### config.mk
export PLATFORM = sky130hd
export DESIGN_NAME = utlb_plru
export DESIGN_NICKNAME = d
export VERILOG_FILES = /design/src/rtl/plru_pkg.sv /design/src/rtl/plru_hit_track.sv /design/src/rtl/plru_node.sv /design/src/rtl/plru_victim_sel.sv /design/src/rtl/utlb_plru.sv
export SDC_FILE = /design/constraint.sdc
export NUM_CORES = 1
export LEC_CHECK = 0
export BUFFER_PORTS_ARGS = -buffer_cell sky130_fd_sc_hd__clkbuf_2
export CORE_MARGIN = 2
export CORE_UTILIZATION = 51
export DETAILED_ROUTE_END_ITERATION = 6
export PLACE_DENSITY = 0.88
export SYNTH_ARGS = -nofsm -noshare
export SYNTH_HDL_FRONTEND = slang
export SYNTH_SLANG_ARGS = --single-unit
### constraint.sdc
create_clock -name lru_clk -period 2.3 [get_ports lru_clk]
set_input_delay 0.115 -clock lru_clk [delete_from_list [all_inputs] [get_ports lru_clk]]
set_output_delay 0.115 -clock lru_clk [all_outputs]
set_load 0.005 [all_outputs]
### src/rtl/plru_pkg.sv
//------------------------------
// Shared constants and types for the
// uTLB tree pseudo-LRU picker
// Entry, index and tree vectors
// Per-port read update struct
//------------------------------

package plru_pkg;

  //------------------------------
  // Sizes
  //------------------------------
  localparam int PLRU_ENTRY_NUM = 16;
  localparam int PLRU_IDX_W     = 4;
  // One node per internal vertex of the binary tree
  localparam int PLRU_NODE_NUM  = PLRU_ENTRY_NUM - 1;
  localparam int PLRU_HIT_PORTS = 2;

  //------------------------------
  // Vector types
  //------------------------------
  // Valid bits, hit one-hots and refill one-hot
  typedef logic [PLRU_ENTRY_NUM-1:0] entry_vec_t;

  // Binary entry number
  typedef logic [PLRU_IDX_W-1:0]     entry_idx_t;

  // Node bits in heap order
  //   bit 0        root
  //   bits 1..2    level 1, left to right
  //   bits 3..6    level 2
  //   bits 7..14   level 3, each picks one of two entries
  // Children of node n sit at 2n+1 and 2n+2
  typedef logic [PLRU_NODE_NUM-1:0]  tree_vec_t;

  //------------------------------
  // Read update from one hit port
  //------------------------------
  typedef struct packed {
    // New hit on this port this cycle
    logic       updt;
    // Entry that was hit
    entry_idx_t idx;
  } port_updt_t;

endpackage

### src/rtl/plru_hit_track.sv
//------------------------------
// Hit port tracker
// One-hot to index decode per port
// Last-hit filter for repeated hits
//------------------------------

`timescale 1ns/1ps

module plru_hit_track (
  input  logic                                               lru_clk,
  input  logic                                               cpurst_b,
  input  plru_pkg::entry_vec_t                               hit_onehot0,
  input  plru_pkg::entry_vec_t                               hit_onehot1,
  input  logic                                               hit_vld0,
  input  logic                                               hit_vld1,
  output plru_pkg::port_updt_t [plru_pkg::PLRU_HIT_PORTS-1:0] rd_updt
);

  import plru_pkg::*;

  entry_vec_t                hit_onehot [PLRU_HIT_PORTS];
  logic [PLRU_HIT_PORTS-1:0] hit_vld;
  entry_idx_t                hit_idx    [PLRU_HIT_PORTS];
  entry_idx_t                last_idx   [PLRU_HIT_PORTS];

  // Anything that is not exactly one-hot maps to entry 0
  function automatic entry_idx_t onehot_to_idx(entry_vec_t vec);
    entry_idx_t idx;
    idx = '0;
    if ((vec != '0) && ((vec & (vec - 1'b1)) == '0))
    begin
      for (int i = 0; i < PLRU_ENTRY_NUM; i++)
      begin
        if (vec[i])
          idx = entry_idx_t'(i);
      end
    end
    return idx;
  endfunction

  // Gather ports so both share one path
  assign hit_onehot[0] = hit_onehot0;
  assign hit_onehot[1] = hit_onehot1;
  assign hit_vld       = {hit_vld1, hit_vld0};

  //------------------------------
  // Decode and compare
  //------------------------------
  always_comb
  begin
    for (int p = 0; p < PLRU_HIT_PORTS; p++)
    begin
      hit_idx[p]      = onehot_to_idx(hit_onehot[p]);
      // Same entry as last time, tree already points away from it
      rd_updt[p].updt = hit_vld[p] && (hit_idx[p] != last_idx[p]);
      rd_updt[p].idx  = hit_idx[p];
    end
  end

  //------------------------------
  // Last hit per port
  //------------------------------
  always_ff @(posedge lru_clk or negedge cpurst_b)
  begin
    if (!cpurst_b)
    begin
      for (int p = 0; p < PLRU_HIT_PORTS; p++)
        last_idx[p] <= '0;
    end
    else
    begin
      for (int p = 0; p < PLRU_HIT_PORTS; p++)
      begin
        if (hit_vld[p])
          last_idx[p] <= hit_idx[p];
      end
    end
  end

endmodule

### src/rtl/plru_node.sv
//------------------------------
// Single PLRU tree node
// Refill write and two-port hit update
//------------------------------

`timescale 1ns/1ps

module plru_node #(
  parameter int LEVEL = 0,
  parameter int POS   = 0
) (
  input  logic                                               lru_clk,
  input  logic                                               cpurst_b,
  input  logic                                               refill_vld,
  input  plru_pkg::entry_idx_t                               refill_idx,
  input  plru_pkg::port_updt_t [plru_pkg::PLRU_HIT_PORTS-1:0] rd_updt,
  output logic                                               node_bit
);

  import plru_pkg::*;

  // Index bit that selects a child below this node
  localparam int SEL_BIT = PLRU_IDX_W - 1 - LEVEL;

  logic                      wr_hit;
  logic                      wr_val;
  logic [PLRU_HIT_PORTS-1:0] rd_hit;
  logic [PLRU_HIT_PORTS-1:0] rd_val;
  logic                      rd_load;
  logic                      rd_new;

  // Upper LEVEL bits of the index name the subtree, root covers all
  function automatic logic covers(entry_idx_t idx);
    return (idx >> (SEL_BIT + 1)) == entry_idx_t'(POS);
  endfunction

  //------------------------------
  // Refill path
  //------------------------------
  assign wr_hit = refill_vld && covers(refill_idx);
  // Point at the other half from the one just used
  assign wr_val = !refill_idx[SEL_BIT];

  //------------------------------
  // Hit paths
  //------------------------------
  always_comb
  begin
    for (int p = 0; p < PLRU_HIT_PORTS; p++)
    begin
      rd_hit[p] = rd_updt[p].updt && covers(rd_updt[p].idx);
      rd_val[p] = !rd_updt[p].idx[SEL_BIT];
    end
  end

  // Single port loads, two ports load only when they agree
  assign rd_load = (rd_hit == 2'b01) || (rd_hit == 2'b10)
                || ((rd_hit == 2'b11) && (rd_val[0] == rd_val[1]));
  assign rd_new  = rd_hit[0] ? rd_val[0] : rd_val[1];

  always_ff @(posedge lru_clk or negedge cpurst_b)
  begin
    if (!cpurst_b)
      node_bit <= 1'b0;
    else if (wr_hit)
      node_bit <= wr_val;
    else if (rd_load)
      node_bit <= rd_new;
  end

endmodule

### src/rtl/plru_victim_sel.sv
//------------------------------
// Victim selection
// Invalid-first scan, tree walk
// Refill index register, one-hot out
//------------------------------

`timescale 1ns/1ps

module plru_victim_sel (
  input  logic                 lru_clk,
  input  logic                 cpurst_b,
  input  plru_pkg::entry_vec_t entry_vld,
  input  plru_pkg::tree_vec_t  node_bits,
  input  logic                 refill_on,
  output plru_pkg::entry_idx_t refill_idx,
  output plru_pkg::entry_vec_t ref_num
);

  import plru_pkg::*;

  logic       all_vld;
  entry_idx_t free_idx;
  entry_idx_t tree_idx;
  entry_idx_t victim_idx;

  assign all_vld = &entry_vld;

  //------------------------------
  // Lowest invalid entry
  //------------------------------
  // Scan down so the lowest index is written last
  always_comb
  begin
    free_idx = '0;
    for (int i = PLRU_ENTRY_NUM - 1; i >= 0; i--)
    begin
      if (!entry_vld[i])
        free_idx = entry_idx_t'(i);
    end
  end

  //------------------------------
  // Tree walk
  //------------------------------
  // Each level adds one index bit, MSB first
  always_comb
  begin : tree_walk
    int node;
    node     = 0;
    tree_idx = '0;
    for (int l = 0; l < PLRU_IDX_W; l++)
    begin
      tree_idx[PLRU_IDX_W-1-l] = node_bits[node];
      // Step to child 1 on a set bit, else child 0
      node = 2 * node + 1 + int'(node_bits[node]);
    end
  end

  // The tree only matters once every entry is in use
  assign victim_idx = all_vld ? tree_idx : free_idx;

  //------------------------------
  // Refill index register
  //------------------------------
  always_ff @(posedge lru_clk or negedge cpurst_b)
  begin
    if (!cpurst_b)
      refill_idx <= '0;
    else if (refill_on)
      refill_idx <= victim_idx;
  end

  // Entry number as seen by the uTLB
  assign ref_num = entry_vec_t'(1) << refill_idx;

endmodule

### src/rtl/utlb_plru.sv
//------------------------------
// uTLB pseudo-LRU replacement top
// Hit tracker, node array, victim select
//------------------------------

`timescale 1ns/1ps

module utlb_plru (
  input  logic                 lru_clk,
  input  logic                 cpurst_b,
  input  plru_pkg::entry_vec_t entry_vld,
  input  plru_pkg::entry_vec_t hit_onehot0,
  input  plru_pkg::entry_vec_t hit_onehot1,
  input  logic                 hit_vld0,
  input  logic                 hit_vld1,
  input  logic                 refill_on,
  input  logic                 refill_vld,
  output plru_pkg::entry_vec_t ref_num
);

  import plru_pkg::*;

  port_updt_t [PLRU_HIT_PORTS-1:0] rd_updt;
  entry_idx_t                      refill_idx;
  tree_vec_t                       node_bits;

  plru_hit_track u_hit_track (
    .lru_clk     (lru_clk),
    .cpurst_b    (cpurst_b),
    .hit_onehot0 (hit_onehot0),
    .hit_onehot1 (hit_onehot1),
    .hit_vld0    (hit_vld0),
    .hit_vld1    (hit_vld1),
    .rd_updt     (rd_updt)
  );

  //------------------------------
  // Tree nodes in heap order
  //------------------------------
  // Level lvl holds 2**lvl nodes starting at bit 2**lvl - 1
  for (genvar lvl = 0; lvl < PLRU_IDX_W; lvl++)
  begin : g_level
    for (genvar pos = 0; pos < (1 << lvl); pos++)
    begin : g_node
      plru_node #(
        .LEVEL (lvl),
        .POS   (pos)
      ) u_node (
        .lru_clk    (lru_clk),
        .cpurst_b   (cpurst_b),
        .refill_vld (refill_vld),
        .refill_idx (refill_idx),
        .rd_updt    (rd_updt),
        .node_bit   (node_bits[(1 << lvl) - 1 + pos])
      );
    end
  end

  plru_victim_sel u_victim_sel (
    .lru_clk    (lru_clk),
    .cpurst_b   (cpurst_b),
    .entry_vld  (entry_vld),
    .node_bits  (node_bits),
    .refill_on  (refill_on),
    .refill_idx (refill_idx),
    .ref_num    (ref_num)
  );

endmodule

==> flow_summary_export.csv <==
group,metric,value,unit
timing,timing.setup.tns,-18.01,ns
timing,drv_slew,0,
yosys,yosysWarnings,0,
yosys,synth.area.mux_share,7.159,%
yosys,synthTopCellsByArea,"dfrtp_1 20%, nor2_1 6.2%, ha_1 5.9%",
die,core,6386,um2
placement,dp_hpwl,10540,um
detailed_routing,via_count,5825,
timing,relSlewSlack,45.78,%
worst_setup_path,cp.required,2.44,ns
worst_setup_path,cp-end-kind,"flop",
yosys,synth_cells,454,
yosys,synth-seq-cells,27,
finish,diodes,0,
yosys,synth_edf_count,0,
clock_tree,path_clk_slew,0.11,ns
timing,hold_viol,0,
die,die_w,85.54,um
finish,layout-drive-gt1-share,50.91,%
finish,most-common-layout-cells,"137 x buf_4, 65 x clkbuf_2, 47 x nor2_1, 41 x nand2_1, 26 x dfrtp_1",
grt,grt_pass1_wl,26390,um
placement,routabilityCongestion,1.066,
worst_setup_path,critPathKind,"primary input to flop",
timing,finalCriticalPeriod,3.797,ns
yosys,synth_top_family_by_area,"simple AND/OR/NAND/NOR gates",
min_path,min_path_type,"primary input to flop",
timing,max_freq,0.2634,GHz
pwr,leakage,2.531,nW
grt,grt_overflow_total,0,
timing,rsz0062_at_grt,"yes",
timing,skew,0.005615,ns
worst_setup_path,cpPeakStageDelay,0.46,ns
die,row_count,29,
yosys,synth_cell_types,67,
clock_tree,clockBufferDepth,2,
pwr,power.density,258.3,nW/um2
detailed_routing,drt_pass1_iterations,7,
die,die_area,7317,um2
yosys,synthAdderAreaFrac,6.790,%
job,drv_cap,0,
worst_setup_path,crit_path_start,"hit_onehot1[10]",
yosys,syn_area,3391,um2
worst_setup_path,worst_setup_path_start_kind,"primary input",
timing,tightest_slew,0.8134,ns
clock_tree,cts.sinks,27,
die,die_h,85.54,um
min_path,min_from,"refill_on",
yosys,syn_avg_cell_area,7.469,um2
worst_setup_path,crit_family,"compound AO/OA/AOI/OAI gates",
grt,first_global_vias,5209,
yosys,yosysTopAreaCell,"dfrtp_1",
worst_setup_path,cp_max_fo,5,
worst_setup_path,r2r_start,"u_hit_track.last_idx[3]",
yosys,synth_compound_area_share,29.30,%
yosys,synthArstFlopShare,100.0,%
timing,finalCritPeriodShare,165.1,%
placement,dp_cells,713,
grt,grt.total_usage,45.81,%
detailed_routing,drt_wl_total,21680,um
worst_setup_path,cp.arrival,3.93,ns
die,pin_count,70,
pwr,irDropWorstVdd,0.2414,mV
detailed_routing,drc,247,
clock_tree,tritoncts,"done",
outcome,status,"finished with violations",
yosys,synth-simple-area-share,29.67,%
yosys,syn_nets,524,
outcome,violations,"design-rule violations, negative setup slack",
yosys,synthXorXnorAreaFrac,2.325,%
finish,area_growth,67.45,%
yosys,ys.flop_type,"dfrtp_1",
clock_tree,clock_latency,0.29,ns
finish,layout_commonest_cell,"buf_4",
clock_tree,root_buffer,"clkbuf_8",
detailed_routing,via_per_inst,7.904,
worst_setup_path,cp_slowest_cell,"nor4_1",
grt,grt_start_max_net_pins,28,
placement,port_buffers,69,
finish,nNetsFinal,731,
worst_setup_path,cp_cell_sequence,"buf_6 > buf_4 > buf_4 > nor4_1 > a41oi_1 > o21ai_2 > a221o_1 > buf_6 > buf_4 > buf_6 > o32ai_4 > a31oi_4 > nand2_4 > nor3_4 > ha_4 > nand2b_4 > a21oi_2 > a2bb2oi_2 > a221oi_2 > a31oi_1",
grt,antenna_found_initial,0,
yosys,synth_seq_area_share,19.93,%
detailed_routing,drtIter0Drc,1270,
finish,fin_cells,737,
timing,setup_ws,-1.497,ns
die,start_util,53.10,%
yosys,yosysTopAreaCellShare,19.93,%
timing,setup_viol,18,
detailed_routing,drtAntennaViolNets,0,
detailed_routing,wire_per_inst,29.41,um
timing,holdWs,0.1404,ns
worst_setup_path,crit_buf_inv,6,
clock_tree,cts_made_buffers,3,
clock_tree,htreeDepth,1,
==> Yosys cell counts (all sizes together) (5+ instances only) <==
cell    number
o211ai       6
nor2        56
xnor2        7
nor2b        9
a21oi       36
inv         23
mux2        11
clkbuf      12
nand2b      11
nand3        9
o32ai        5
or3         12
o21ai       24
a21o         5
nor3        24
nand2       43
mux2i        7
a31oi        8
nor4        10
ha          16
a221o        5
dfrtp       27
or4         10
==> registers in the layout (all words and copies together) (netlist names) <==
| register | count |
|---|---|
| u_victim_sel.refill_idx | 4 |
| u_hit_track.last_idx | 8 |
| g_level.g_node.u_node.node_bit | 15 |
==> worst register-to-register path, delay by kind of cell, from the launching register on <==
kind                       cells  cell delay, ns
and+or+nand+nor                3            0.57
DFF                            1            0.47
adders and majority gates      1            0.18
AOI/OAI and AO/OA              7            1.49
xor gates and xnor gates       1            0.17
==> power by group <==
part | switching, mW | internal, mW | leakage [nW]
Clock | 0.178 | 0.125 | 0.0228
Combinational | 0.333 | 0.266 | 2.17
Sequential | 0.0584 | 0.506 | 0.334
Total | 0.569 | 0.897 | 2.53
==> area by class of cell <==
| cell class | instances | area [um2] |
|---|---|---|
| Clock buffer | 4 | 45.04 |
| Fill cell | 264 | 708.2 |
| Inverter | 23 | 91.34 |
| Multi-Input combinational cell | 388 | 3214 |
| Sequential cell | 27 | 676.9 |
| Tap cell | 77 | 96.34 |
| Timing Repair Buffer | 218 | 1554 |
==> through the flow <==
stage	instance area, um2	utilization, %	worst slack [ns]	total power [mW]
after floorplan	3575	-	-0.8252	0.7800
after global placement	4897	76.69	-1.029	1.003
after detailed placement	4897	76.69	-1.294	1.033
after CTS	5181	81.13	-0.8548	1.322
after global routing	5678	88.91	-1.641	1.490
final	5678	88.91	-1.497	1.467
==> final timing paths <==
check	slack (ns)	cells past startpoint	endpoint
max	-1.50	20	g_level[3].g_node[1].u_node.node_bit
min	0.14	2	u_victim_sel.refill_idx[1]
max reg2reg	-0.72	12	g_level[3].g_node[1].u_node.node_bit
min reg2reg	0.59	2	g_level[3].g_node[4].u_node.node_bit
max in group asynchronous	1.32	2	g_level[0].g_node[0].u_node.node_bit
min in group asynchronous	0.42	2	u_hit_track.last_idx[0]
==> kinds of logic after synthesis <==
family,after synthesis
AND/OR/NAND/NOR,201
flip-flops,27
multiplexers,20
XOR/XNOR,9
AO/OA/AOI/OAI,139
adder cells (fa/ha/maj),19
buffers and inverters,39
==> metal layers <==
| layer | global-route usage, % | part of all wire [%] | vias to the layer above |
|---|---|---|---|
| met5 | 0 | 0.24 | - |
| met4 | 31.17 | 13 | 2 |
| met3 | 12.80 | 16 | 330 |
| met2 | 74.22 | 41 | 785 |
| met1 | 52.45 | 30 | 2564 |
| li1 | - | - | 2144 |
==> what timing repair did <==
| action | in CTS | in global routing |
|---|---|---|
| hold endpoints to repair | 27 | 0 |
| setup buffers | 6 | 14 |
| pin swaps | 13 | 43 |
| hold buffers | 1 | 0 |
| setup endpoints to repair | 16 | 19 |
| resized for setup | 39 | 79 |
(Power assumes the default switching activity.)
